$ cat src/hw/cpu_bus_pkg.sv
package cpu_bus_pkg;

  typedef logic [11:0] apb_addr_t;

  localparam apb_addr_t addr_ctrl      = 12'h000;
  localparam apb_addr_t addr_cycles    = 12'h004;
  localparam apb_addr_t addr_reg_base  = 12'h040;
  localparam apb_addr_t addr_imem_base = 12'h100;

  // status word bits
  localparam int status_running = 0;
  localparam int status_done    = 1;
  localparam int status_timeout = 2;

endpackage

$ cat src/hw/cpu_isa_pkg.sv
package cpu_isa_pkg;

  typedef logic [15:0] word_t;
  typedef logic [2:0]  reg_addr_t;
  typedef logic [15:0] pc_t;

  typedef enum logic [3:0] {
    op_add  = 4'h0,
    op_sub  = 4'h1,
    op_and  = 4'h2,
    op_or   = 4'h3,
    op_slt  = 4'h4,
    op_addi = 4'h5,
    op_lw   = 4'h6,
    op_sw   = 4'h7,
    op_beq  = 4'h8,
    op_bne  = 4'h9,
    op_jmp  = 4'ha,
    op_halt = 4'hb,
    op_nop  = 4'hf
  } opcode_e;

  typedef enum logic [2:0] {
    alu_add,
    alu_sub,
    alu_and,
    alu_or,
    alu_slt
  } alu_op_e;

  // instruction fields
  localparam int opcode_msb = 15;
  localparam int opcode_lsb = 12;
  localparam int rs_msb     = 11;
  localparam int rs_lsb     = 9;
  localparam int rt_msb     = 8;
  localparam int rt_lsb     = 6;
  localparam int rd_msb     = 5;
  localparam int rd_lsb     = 3;
  localparam int imm_msb    = 5;
  localparam int imm_lsb    = 0;
  localparam int jump_msb   = 11;

  localparam word_t nop_instr = {op_nop, 12'h000};

endpackage
$ cat src/hw/cpu_top.sv
`timescale 1ns/1ps

module cpu_top #(
  parameter int imem_depth  = 64,
  parameter int dmem_depth  = 64,
  parameter int cycle_limit = 1000
) (
  input  logic                   clk,
  input  logic                   reset,
  input  logic                   psel,
  input  logic                   penable,
  input  logic                   pwrite,
  input  cpu_bus_pkg::apb_addr_t paddr,
  input  cpu_isa_pkg::word_t     pwdata,
  output cpu_isa_pkg::word_t     prdata,
  output logic                   pready,
  output logic                   pslverr,
  output logic                   complete
);
  import cpu_isa_pkg::*;

  logic      start, imem_we, core_run, core_restart, halted, limit_hit;
  logic [2:0] status;
  pc_t       imem_waddr;
  word_t     imem_wdata, dbg_data, cycles;
  reg_addr_t dbg_addr;

  apb_host_port #(.imem_depth(imem_depth)) u_host (
    .clk(clk), .reset(reset), .psel(psel), .penable(penable), .pwrite(pwrite),
    .paddr(paddr), .pwdata(pwdata), .prdata(prdata), .pready(pready), .pslverr(pslverr),
    .running(core_run), .status(status), .cycles(cycles), .dbg_data(dbg_data),
    .start(start), .imem_we(imem_we), .imem_waddr(imem_waddr), .imem_wdata(imem_wdata),
    .dbg_addr(dbg_addr)
  );

  run_control u_ctrl (
    .clk(clk), .reset(reset), .start(start), .halted(halted), .limit_hit(limit_hit),
    .core_run(core_run), .core_restart(core_restart), .complete(complete), .status(status)
  );

  cycle_timer #(.cycle_limit(cycle_limit)) u_timer (
    .clk(clk), .reset(reset), .core_run(core_run), .core_restart(core_restart),
    .cycles(cycles), .limit_hit(limit_hit)
  );

  cpu #(.imem_depth(imem_depth), .dmem_depth(dmem_depth)) u_cpu (
    .clk(clk), .reset(reset), .core_run(core_run), .core_restart(core_restart),
    .imem_we(imem_we), .imem_waddr(imem_waddr), .imem_wdata(imem_wdata),
    .dbg_addr(dbg_addr), .dbg_data(dbg_data), .halted(halted)
  );

endmodule

$ cat src/hw/cpu.sv
`timescale 1ns/1ps

module cpu #(
  parameter int imem_depth = 64,
  parameter int dmem_depth = 64
) (
  input  logic                   clk,
  input  logic                   reset,
  input  logic                   core_run,
  input  logic                   core_restart,
  input  logic                   imem_we,
  input  cpu_isa_pkg::pc_t       imem_waddr,
  input  cpu_isa_pkg::word_t     imem_wdata,
  input  cpu_isa_pkg::reg_addr_t dbg_addr,
  output cpu_isa_pkg::word_t     dbg_data,
  output logic                   halted
);
  import cpu_isa_pkg::*;

  localparam int imem_aw = $clog2(imem_depth);

  word_t imem [imem_depth];
  pc_t   pc;
  word_t fetch_instr;
  logic  fetch_jump;
  logic  advance, stall, branch_taken;
  // ID
  word_t     if_id_instr, id_imm, id_rd1, id_rd2;
  opcode_e   id_op;
  reg_addr_t id_rs, id_rt, id_dst;
  logic      id_reg_write, id_use_rd, id_alu_src, id_mem_read, id_mem_write;
  logic      id_beq, id_bne, id_halt;
  alu_op_e   id_alu_op;
  // EX
  reg_addr_t id_ex_rs, id_ex_rt, id_ex_dst;
  word_t     id_ex_rd1, id_ex_rd2, id_ex_imm, ex_a, ex_b, ex_b_op, ex_result;
  logic      id_ex_reg_write, id_ex_alu_src, id_ex_mem_read, id_ex_mem_write;
  logic      id_ex_beq, id_ex_bne, id_ex_halt;
  alu_op_e   id_ex_alu_op;
  // MEM and WB
  word_t     ex_mem_alu, ex_mem_store, mem_read_data, mem_wb_alu, mem_wb_mem_data, wb_data;
  pc_t       ex_mem_target;
  reg_addr_t ex_mem_dst, mem_wb_dst;
  logic      ex_mem_reg_write, ex_mem_mem_read, ex_mem_mem_write, ex_mem_beq, ex_mem_bne;
  logic      ex_mem_eq, ex_mem_halt, mem_wb_reg_write, mem_wb_mem_read, mem_wb_halt;

  // restart cycle commits nothing
  assign advance = core_run & ~core_restart;

  ////////////////////
  // IF with jumps resolved here

  always_ff @(posedge clk) begin
    if (imem_we) imem[imem_waddr[imem_aw-1:0]] <= imem_wdata;
  end

  assign fetch_instr = imem[pc[imem_aw-1:0]];
  assign fetch_jump  = (opcode_e'(fetch_instr[opcode_msb:opcode_lsb]) == op_jmp);

  always_ff @(posedge clk) begin
    if (reset || core_restart) pc <= '0;
    else if (core_run) begin
      if (branch_taken) pc <= ex_mem_target;
      else if (!stall)  pc <= fetch_jump ? pc_t'(fetch_instr[jump_msb:0]) : pc + pc_t'(1);
    end
  end

  ////////////////////
  // ID decode and load-use hazard

  assign id_op  = opcode_e'(if_id_instr[opcode_msb:opcode_lsb]);
  assign id_rs  = if_id_instr[rs_msb:rs_lsb];
  assign id_rt  = if_id_instr[rt_msb:rt_lsb];
  assign id_dst = id_use_rd ? if_id_instr[rd_msb:rd_lsb] : id_rt;
  // zero extended
  assign id_imm = word_t'(if_id_instr[imm_msb:imm_lsb]);

  always_comb begin
    {id_reg_write, id_use_rd, id_alu_src, id_mem_read} = '0;
    {id_mem_write, id_beq, id_bne, id_halt}            = '0;
    id_alu_op = alu_add;
    case (id_op)
      op_add:  {id_reg_write, id_use_rd} = 2'b11;
      op_sub: begin
        {id_reg_write, id_use_rd} = 2'b11;
        id_alu_op = alu_sub;
      end
      op_and: begin
        {id_reg_write, id_use_rd} = 2'b11;
        id_alu_op = alu_and;
      end
      op_or: begin
        {id_reg_write, id_use_rd} = 2'b11;
        id_alu_op = alu_or;
      end
      op_slt: begin
        {id_reg_write, id_use_rd} = 2'b11;
        id_alu_op = alu_slt;
      end
      op_addi: {id_reg_write, id_alu_src} = 2'b11;
      op_lw:   {id_reg_write, id_alu_src, id_mem_read} = 3'b111;
      op_sw:   {id_alu_src, id_mem_write} = 2'b11;
      op_beq:  id_beq = 1'b1;
      op_bne:  id_bne = 1'b1;
      op_halt: id_halt = 1'b1;
      op_jmp, op_nop: ;
      default: ;
    endcase
  end

  assign stall = id_ex_mem_read && (id_ex_dst != '0) &&
                 (id_ex_dst == id_rs || id_ex_dst == id_rt);

  register_file u_regs (
    .clk(clk), .reset(reset),
    .write(mem_wb_reg_write & advance), .write_address(mem_wb_dst), .write_data(wb_data),
    .read_address_1(id_rs), .read_address_2(id_rt), .dbg_address(dbg_addr),
    .read_data_1(id_rd1), .read_data_2(id_rd2), .dbg_data(dbg_data)
  );

  ////////////////////
  // EX forwarding and ALU

  always_comb begin
    if (ex_mem_reg_write && ex_mem_dst != '0 && ex_mem_dst == id_ex_rs)      ex_a = ex_mem_alu;
    else if (mem_wb_reg_write && mem_wb_dst != '0 && mem_wb_dst == id_ex_rs) ex_a = wb_data;
    else                                                                     ex_a = id_ex_rd1;
    if (ex_mem_reg_write && ex_mem_dst != '0 && ex_mem_dst == id_ex_rt)      ex_b = ex_mem_alu;
    else if (mem_wb_reg_write && mem_wb_dst != '0 && mem_wb_dst == id_ex_rt) ex_b = wb_data;
    else                                                                     ex_b = id_ex_rd2;
  end

  assign ex_b_op = id_ex_alu_src ? id_ex_imm : ex_b;

  always_comb begin
    case (id_ex_alu_op)
      alu_sub: ex_result = ex_a - ex_b_op;
      alu_and: ex_result = ex_a & ex_b_op;
      alu_or:  ex_result = ex_a | ex_b_op;
      alu_slt: ex_result = word_t'($signed(ex_a) < $signed(ex_b_op));
      default: ex_result = ex_a + ex_b_op;
    endcase
  end

  ////////////////////
  // MEM and branch resolution

  assign branch_taken = (ex_mem_beq & ex_mem_eq) | (ex_mem_bne & ~ex_mem_eq);
  assign halted       = mem_wb_halt;
  assign wb_data      = mem_wb_mem_read ? mem_wb_mem_data : mem_wb_alu;

  // no store may retire alongside the halt
  data_memory #(.dmem_depth(dmem_depth)) u_dmem (
    .clk(clk), .write(ex_mem_mem_write & advance & ~halted), .read(ex_mem_mem_read),
    .address(ex_mem_alu), .write_data(ex_mem_store), .read_data(mem_read_data)
  );

  // pipeline control bits are cleared by bubbles and flushes
  always_ff @(posedge clk) begin
    if (reset || core_restart) begin
      if_id_instr <= nop_instr;
      {id_ex_reg_write, id_ex_mem_read, id_ex_mem_write, id_ex_beq, id_ex_bne} <= '0;
      id_ex_halt <= 1'b0;
      {ex_mem_reg_write, ex_mem_mem_read, ex_mem_mem_write, ex_mem_beq, ex_mem_bne} <= '0;
      ex_mem_halt <= 1'b0;
      {mem_wb_reg_write, mem_wb_mem_read, mem_wb_halt} <= '0;
    end else if (core_run) begin
      if (branch_taken)  if_id_instr <= nop_instr;
      else if (!stall)   if_id_instr <= fetch_instr;
      if (branch_taken || stall) begin
        {id_ex_reg_write, id_ex_mem_read, id_ex_mem_write, id_ex_beq, id_ex_bne} <= '0;
        id_ex_halt <= 1'b0;
      end else begin
        {id_ex_reg_write, id_ex_mem_read, id_ex_mem_write} <=
          {id_reg_write, id_mem_read, id_mem_write};
        {id_ex_beq, id_ex_bne, id_ex_halt} <= {id_beq, id_bne, id_halt};
      end
      if (branch_taken) begin
        {ex_mem_reg_write, ex_mem_mem_read, ex_mem_mem_write, ex_mem_beq, ex_mem_bne} <= '0;
        ex_mem_halt <= 1'b0;
      end else begin
        {ex_mem_reg_write, ex_mem_mem_read, ex_mem_mem_write} <=
          {id_ex_reg_write, id_ex_mem_read, id_ex_mem_write};
        {ex_mem_beq, ex_mem_bne, ex_mem_halt} <= {id_ex_beq, id_ex_bne, id_ex_halt};
      end
      {mem_wb_reg_write, mem_wb_mem_read, mem_wb_halt} <=
        {ex_mem_reg_write, ex_mem_mem_read, ex_mem_halt};
    end
  end

  // payload is meaningful only with its control bits
  always_ff @(posedge clk) begin
    if (core_run) begin
      {id_ex_rs, id_ex_rt, id_ex_dst} <= {id_rs, id_rt, id_dst};
      {id_ex_rd1, id_ex_rd2, id_ex_imm} <= {id_rd1, id_rd2, id_imm};
      id_ex_alu_src   <= id_alu_src;
      id_ex_alu_op    <= id_alu_op;
      ex_mem_alu      <= ex_result;
      ex_mem_store    <= ex_b;
      ex_mem_dst      <= id_ex_dst;
      ex_mem_eq       <= (ex_a == ex_b);
      ex_mem_target   <= pc_t'(id_ex_imm);
      mem_wb_alu      <= ex_mem_alu;
      mem_wb_mem_data <= mem_read_data;
      mem_wb_dst      <= ex_mem_dst;
    end
  end

endmodule

$ cat src/hw/data_memory.sv
`timescale 1ns/1ps

module data_memory #(
  parameter int dmem_depth = 64
) (
  input  logic               clk,
  input  logic               write,
  input  logic               read,
  input  cpu_isa_pkg::word_t address,
  input  cpu_isa_pkg::word_t write_data,
  output cpu_isa_pkg::word_t read_data
);
  import cpu_isa_pkg::*;

  localparam int aw = $clog2(dmem_depth);

  word_t mem [dmem_depth];

  always_ff @(posedge clk) begin
    if (write) mem[address[aw-1:0]] <= write_data;
  end

  assign read_data = read ? mem[address[aw-1:0]] : '0;

  a_no_read_write: assert property (
    @(posedge clk) !$isunknown({read, write}) |-> !(read && write)
  );

endmodule

$ cat src/hw/register_file.sv
`timescale 1ns/1ps

module register_file (
  input  logic                   clk,
  input  logic                   reset,
  input  logic                   write,
  input  cpu_isa_pkg::reg_addr_t write_address,
  input  cpu_isa_pkg::reg_addr_t read_address_1,
  input  cpu_isa_pkg::reg_addr_t read_address_2,
  input  cpu_isa_pkg::reg_addr_t dbg_address,
  input  cpu_isa_pkg::word_t     write_data,
  output cpu_isa_pkg::word_t     read_data_1,
  output cpu_isa_pkg::word_t     read_data_2,
  output cpu_isa_pkg::word_t     dbg_data
);
  import cpu_isa_pkg::*;

  word_t regs [8];
  logic  write_live;

  // r0 is never written so it stays zero
  assign write_live = write && (write_address != '0);

  always_ff @(posedge clk) begin
    if (reset) begin
      for (int i = 0; i < 8; i++) regs[i] <= '0;
    end else if (write_live) begin
      regs[write_address] <= write_data;
    end
  end

  // write-first bypass for ID
  assign read_data_1 = (write_live && write_address == read_address_1) ? write_data
                                                                        : regs[read_address_1];
  assign read_data_2 = (write_live && write_address == read_address_2) ? write_data
                                                                        : regs[read_address_2];
  assign dbg_data    = regs[dbg_address];

endmodule

$ cat src/hw/cycle_timer.sv
`timescale 1ns/1ps

module cycle_timer #(
  parameter int cycle_limit = 1000
) (
  input  logic               clk,
  input  logic               reset,
  input  logic               core_run,
  input  logic               core_restart,
  output cpu_isa_pkg::word_t cycles,
  output logic               limit_hit
);
  import cpu_isa_pkg::*;

  word_t count;

  // saturates at the limit and holds after the run
  always_ff @(posedge clk) begin
    if (reset || core_restart) begin
      count <= '0;
    end else if (core_run && !limit_hit) begin
      count <= count + word_t'(1);
    end
  end

  assign limit_hit = (count == word_t'(cycle_limit));
  assign cycles    = count;

endmodule

$ cat src/hw/run_control.sv
`timescale 1ns/1ps

module run_control (
  input  logic       clk,
  input  logic       reset,
  input  logic       start,
  input  logic       halted,
  input  logic       limit_hit,
  output logic       core_run,
  output logic       core_restart,
  output logic       complete,
  output logic [2:0] status
);
  import cpu_bus_pkg::*;

  typedef enum logic [1:0] {
    st_idle,
    st_run,
    st_done,
    st_timeout
  } run_state_e;

  run_state_e state;
  logic       restart_q;

  always_ff @(posedge clk) begin
    if (reset) begin
      state     <= st_idle;
      restart_q <= 1'b0;
    end else begin
      restart_q <= 1'b0;
      case (state)
        st_run: begin
          // old halt and limit flags are stale during restart
          if (halted && !restart_q)         state <= st_done;
          else if (limit_hit && !restart_q) state <= st_timeout;
        end
        default: begin
          if (start) begin
            state     <= st_run;
            restart_q <= 1'b1;
          end
        end
      endcase
    end
  end

  assign core_run     = (state == st_run);
  assign core_restart = restart_q;
  assign complete     = (state == st_done) || (state == st_timeout);

  always_comb begin
    status                 = '0;
    status[status_running] = (state == st_run);
    status[status_done]    = (state == st_done);
    status[status_timeout] = (state == st_timeout);
  end

  // core and timer drop their end flags once the restart has cleared them
  a_restart_clears_flags: assert property (
    @(posedge clk) disable iff (reset) core_restart |=> !halted && !limit_hit
  );

endmodule

$ cat src/hw/apb_host_port.sv
`timescale 1ns/1ps

module apb_host_port #(
  parameter int imem_depth = 64
) (
  input  logic                    clk,
  input  logic                    reset,
  input  logic                    psel,
  input  logic                    penable,
  input  logic                    pwrite,
  input  cpu_bus_pkg::apb_addr_t  paddr,
  input  cpu_isa_pkg::word_t      pwdata,
  output cpu_isa_pkg::word_t      prdata,
  output logic                    pready,
  output logic                    pslverr,
  input  logic                    running,
  input  logic [2:0]              status,
  input  cpu_isa_pkg::word_t      cycles,
  input  cpu_isa_pkg::word_t      dbg_data,
  output logic                    start,
  output logic                    imem_we,
  output cpu_isa_pkg::pc_t        imem_waddr,
  output cpu_isa_pkg::word_t      imem_wdata,
  output cpu_isa_pkg::reg_addr_t  dbg_addr
);
  import cpu_isa_pkg::*;
  import cpu_bus_pkg::*;

  localparam int imem_span = 4 * imem_depth;

  logic access;
  logic hit_ctrl;
  logic hit_cycles;
  logic hit_reg;
  logic hit_imem;
  logic mapped;

  assign access     = psel & penable;
  assign hit_ctrl   = (paddr == addr_ctrl);
  assign hit_cycles = (paddr == addr_cycles);
  // eight word aligned registers
  assign hit_reg    = (paddr[1:0] == 2'b00) && (paddr >= addr_reg_base) &&
                      (int'(paddr) < int'(addr_reg_base) + 32);
  assign hit_imem   = (paddr[1:0] == 2'b00) && (paddr >= addr_imem_base) &&
                      (int'(paddr) < int'(addr_imem_base) + imem_span);

  // ctrl takes reads and writes while cycles and registers are read only and imem write only
  assign mapped  = pwrite ? (hit_ctrl | hit_imem) : (hit_ctrl | hit_cycles | hit_reg);
  assign pslverr = access & (~mapped | (pwrite & hit_imem & running));
  assign pready  = 1'b1;

  assign start      = access & pwrite & hit_ctrl & pwdata[0] & ~running;
  assign imem_we    = access & pwrite & hit_imem & ~running;
  assign imem_waddr = pc_t'((paddr - addr_imem_base) >> 2);
  assign imem_wdata = pwdata;
  assign dbg_addr   = reg_addr_t'((paddr - addr_reg_base) >> 2);

  always_comb begin
    prdata = '0;
    if (access && !pwrite) begin
      if (hit_ctrl)        prdata = word_t'(status);
      else if (hit_cycles) prdata = cycles;
      else if (hit_reg)    prdata = dbg_data;
    end
  end

  // access phase must come from a selected transfer
  a_penable_needs_psel: assert property (
    @(posedge clk) disable iff (reset) penable |-> psel
  );

endmodule

$ cat config.mk
export PLATFORM = sky130hd
export DESIGN_NAME = cpu_top
export DESIGN_NICKNAME = d
export VERILOG_FILES = /design/src/hw/cpu_bus_pkg.sv /design/src/hw/cpu_isa_pkg.sv /design/src/hw/cpu_top.sv /design/src/hw/cpu.sv /design/src/hw/data_memory.sv /design/src/hw/register_file.sv /design/src/hw/cycle_timer.sv /design/src/hw/run_control.sv /design/src/hw/apb_host_port.sv
export SDC_FILE = /design/constraint.sdc
export NUM_CORES = 2
export LEC_CHECK = 0
export BUFFER_PORTS_ARGS = -buffer_cell sky130_fd_sc_hd__buf_4
export CORE_UTILIZATION = 40
export DETAILED_ROUTE_END_ITERATION = 8
export PLACE_DENSITY_LB_ADDON = 0.25
export SLEW_MARGIN = 20
export SYNTH_ARGS = -nofsm -noshare
export SYNTH_HDL_FRONTEND = slang
export SYNTH_SLANG_ARGS = --single-unit
$ cat constraint.sdc
create_clock -name clk -period 5 [get_ports clk]
set_input_delay 0.5 -clock clk [delete_from_list [all_inputs] [get_ports clk]]
set_output_delay 0.5 -clock clk [all_outputs]
set_load 0.02 [all_outputs]
==> reports/results.txt <==
Minimum clock period -> 4720 ps
Worst path arrival time -> 5310 ps
Total gr overflow -> 0
CP Capture Type -> register
First DRT Iteration DRCs -> 5957
Filler instances -> 20000
Multi-input logic area -> 22600 µm²
Post-synth ARST share -> 0%
Leakage power of the design -> 33.4 nW
Max Transition Viols Final -> 0
Layout cells sized above 1 -> 21.4%
Most common cell after layout, fill and taps aside -> edfxtp_1
Synthesized instance count -> 5207
Clk root buf -> clkbuf_16
Core Util, Final -> 45.7%
Setup TNS -> 0 ps
Core box area -> 235000 µm²
Fin area -> 108000 µm²
Outcome -> finished clean
Fin nets -> 5582
Top-area cell type share of the netlist area -> 73.0%
Input/output buffers -> 50
CTS clock-pin slew for the worst setup and hold paths -> 60 ps
Tightest Hold Check Type -> in2reg
Final Total Pwr -> 39.0 mW
Depth of the CTS H-tree -> 4
Synth warn -> 0
Clock Skew -> 50.8 ps
Cell variety after synth -> 74
Placed instance count -> 8414
Total die area -> 239000 µm²
Count of final setup violators -> 0
Worst Max-Slew Pin Slew -> 1160 ps
Critical path launch point type -> register
Post-CTS Setup Inserts -> 0
Die width -> 489 µm
CP startpoint -> u_cpu.mem_wb_dst[2]$_DFFE_PP_
Register Area -> 70600 µm²
Largest net degree at the start of global routing -> 66
Yosys reg bits -> 2372
Maximum VDD drop -> 0.342 mV
I/O pin total -> 52
Clock sinks -> 2372
RSZ-0062 raised after global routing -> no
Primary FF master, synth -> edfxtp_1
Power Density -> 363 nW/µm²
Synth-to-Final Area Change -> 13.7%
Seq/Total Area, Yosys -> 74.5%
Vias in the first global route -> 50600
Ranking of synthesized cells by area -> edfxtp_1 (73%), mux4_2 (9.4%), a22oi_1 (2.5%)
Avg Inst Size Synth -> 18.2 µm²
Wirelength, routed -> 267000 µm
Routed len/inst -> 30.1 µm
Crit path max fanout -> 13
GR Util All Layers -> 22.1%
Post-synth top area cell -> edfxtp_1
DR DRC count -> 0
Max Cap Viol -> 0
Detailed-route via count -> 52400
Remaining antenna violation count -> 0
Gpl congestion -> 0.887
WHS -> 124 ps
Num CTS Buffers -> 230
Max Clk Rate -> 0.212 GHz
Die height -> 489 µm
Final period util -> 94.4%
First-pass GRT wire length -> 378000 µm
EDFF count, synth -> 2304
Drt first pass iters -> 6
Worst rel slew slack -> 22.6%
Hpwl dp -> 162000 µm
Worst path slowest cell -> o21ai_0
Data required, critical path -> 5590 ps
Commonest cells after routing, fill and taps aside -> edfxtp_1 (2304), mux4_2 (396), buf_4 (366)
RR Startpoint -> u_cpu.mem_wb_dst[2]$_DFFE_PP_
Number of cell rows -> 178
Endpoints failing hold -> 0
CP Class -> reg2reg
CTS tree -> done
Clk buf depth -> 3
Pre-CTS WS -> 258 ps
Worst stage delay on the critical path -> 560 ps
Clock Latency Late Sink -> 900 ps
Via density -> 5.92
Initial Utilization -> 40.2%
Initial antenna violation count -> 11
Cell Count, Final, Fillers Out -> 8845
Setup WS post-layout -> 280 ps
Post-Syn Area -> 94700 µm²
Worst hold start -> reset
Worst path most repeated cell -> buf_4
CP Cell Sequence -> buf_4 > or3b_1 > a211oi_2 > o21a_1 > mux2i_1 > o21ai_0 > inv_1 > fa_1 > o21ba_2 > o21bai_1 > a21oi_1 > o31ai_1 > buf_4 > a31o_2 > o41ai_1 > a221oi_1 > o22ai_1
Placed cell areas -> 100000 µm²
final timing paths:
path / endpoint / slack [ps] / cells after the start
max: u_cpu.ex_mem_alu[12]$_DFFE_PP_ / 280 / 17
min: u_ctrl.core_restart$_SDFF_PP0_ / 120 / 2
max reg2reg: u_cpu.ex_mem_alu[12]$_DFFE_PP_ / 280 / 17
min reg2reg: u_cpu.id_ex_imm[0]$_DFFE_PP_ / 440 / 0
cells in the mapped netlist (27+ instances only):
cell and count:
edfxtp_1 2304, o211ai_1 45, ha_1 51, buf_2 27
nand3_1 32, a21oi_1 90, mux4_2 396, nand2b_1 27
dfxtp_1 68, mux2i_1 48, a22oi_1 321, nor4_1 36
mux2_2 57, o21ai_0 88, a31oi_1 135, nor3_1 35
clkbuf_1 207, xnor2_1 41, a22o_1 131, nand2_1 139
a221oi_1 132, buf_1 66, inv_1 73, nor2_1 369
logic make-up (layout without fill, tap and decap cells):
| family | after synthesis | after routing | share of synthesized area [%] |
|---|---|---|---|
| AO/OA/AOI/OAI | 1054 | 1054 | 8.11 |
| XOR/XNOR | 57 | 57 | 0.527 |
| adder cells (fa/ha/maj) | 53 | 53 | 0.716 |
| buffers and inverters | 412 | 881 | 1.89 |
| flip-flops | 2372 | 2372 | 74.5 |
| multiplexers | 501 | 501 | 10.6 |
| other | 2 | 21 | 0.00793 |
| AND/OR/NAND/NOR | 756 | 756 | 3.65 |
area by class of cell:
type,count,share of cell area [%]
Antenna cell,4,0.00929
Clock buffer,279,5.53
Clock inverter,148,1.24
Inverter,74,0.263
Multi-Input combinational cell,2438,21.0
Sequential cell,2372,65.5
Tap cell,3150,3.66
Timing Repair Buffer,380,2.81
sequential cells by signal, summed over array words and instances (netlist names), 3 cells and up, named ones only:
register,count
u_cpu.pc,6
u_cpu.id_ex_imm,6
u_cpu.imem,1024
u_timer.cycles,16
u_cpu.ex_mem_target,6
u_cpu.if_id_instr,16
u_cpu.mem_wb_dst,3
u_cpu.id_ex_alu_op,3
u_cpu.mem_wb_mem_data,16
u_cpu.ex_mem_dst,3
u_cpu.ex_mem_alu,16
u_cpu.u_regs.regs,128
u_cpu.ex_mem_store,16
u_cpu.id_ex_rd1,16
u_cpu.id_ex_rd2,16
u_cpu.id_ex_rs,3
u_cpu.u_dmem.mem,1024
u_cpu.id_ex_rt,3
u_cpu.mem_wb_alu,16
u_cpu.id_ex_dst,3
metal layers:
| metal | vias up | global-route usage (%) | wire (µm) |
|---|---|---|---|
| met5 | - | 0 | 33 |
| met4 | 6 | 6.95 | 8150 |
| met3 | 369 | 3.79 | 21100 |
| met2 | 2246 | 34.9 | 127000 |
| met1 | 27700 | 31.2 | 110000 |
| li1 | 22100 | - | - |
critical path: cells and delay by family (launching register included):
kind / cells / cell delay (ps)
AO/OA/AOI/OAI: 11 / 2500
buffers and inverters: 3 / 610
adder cells (fa/ha/maj): 1 / 480
AND/OR/NAND/NOR: 1 / 400
flip-flops: 1 / 380
multiplexers: 1 / 80
repair_timing:
action / in CTS / in global routing
hold buffers: 0 / 0
resized for setup: 0 / 3
endpoints found under the hold margin: 0 / 0
setup endpoints to repair: 0 / 2
report_power, final:
group          internal (mW)  switching, mW  leakage [nW]  total (mW)
Combinational          0.128          0.301          8.46       0.429
Sequential              21.7         0.0284          21.4        21.7
Clock                   9.30           7.62          3.53        16.9
Note: power is estimated with default switching activity, not from simulation.
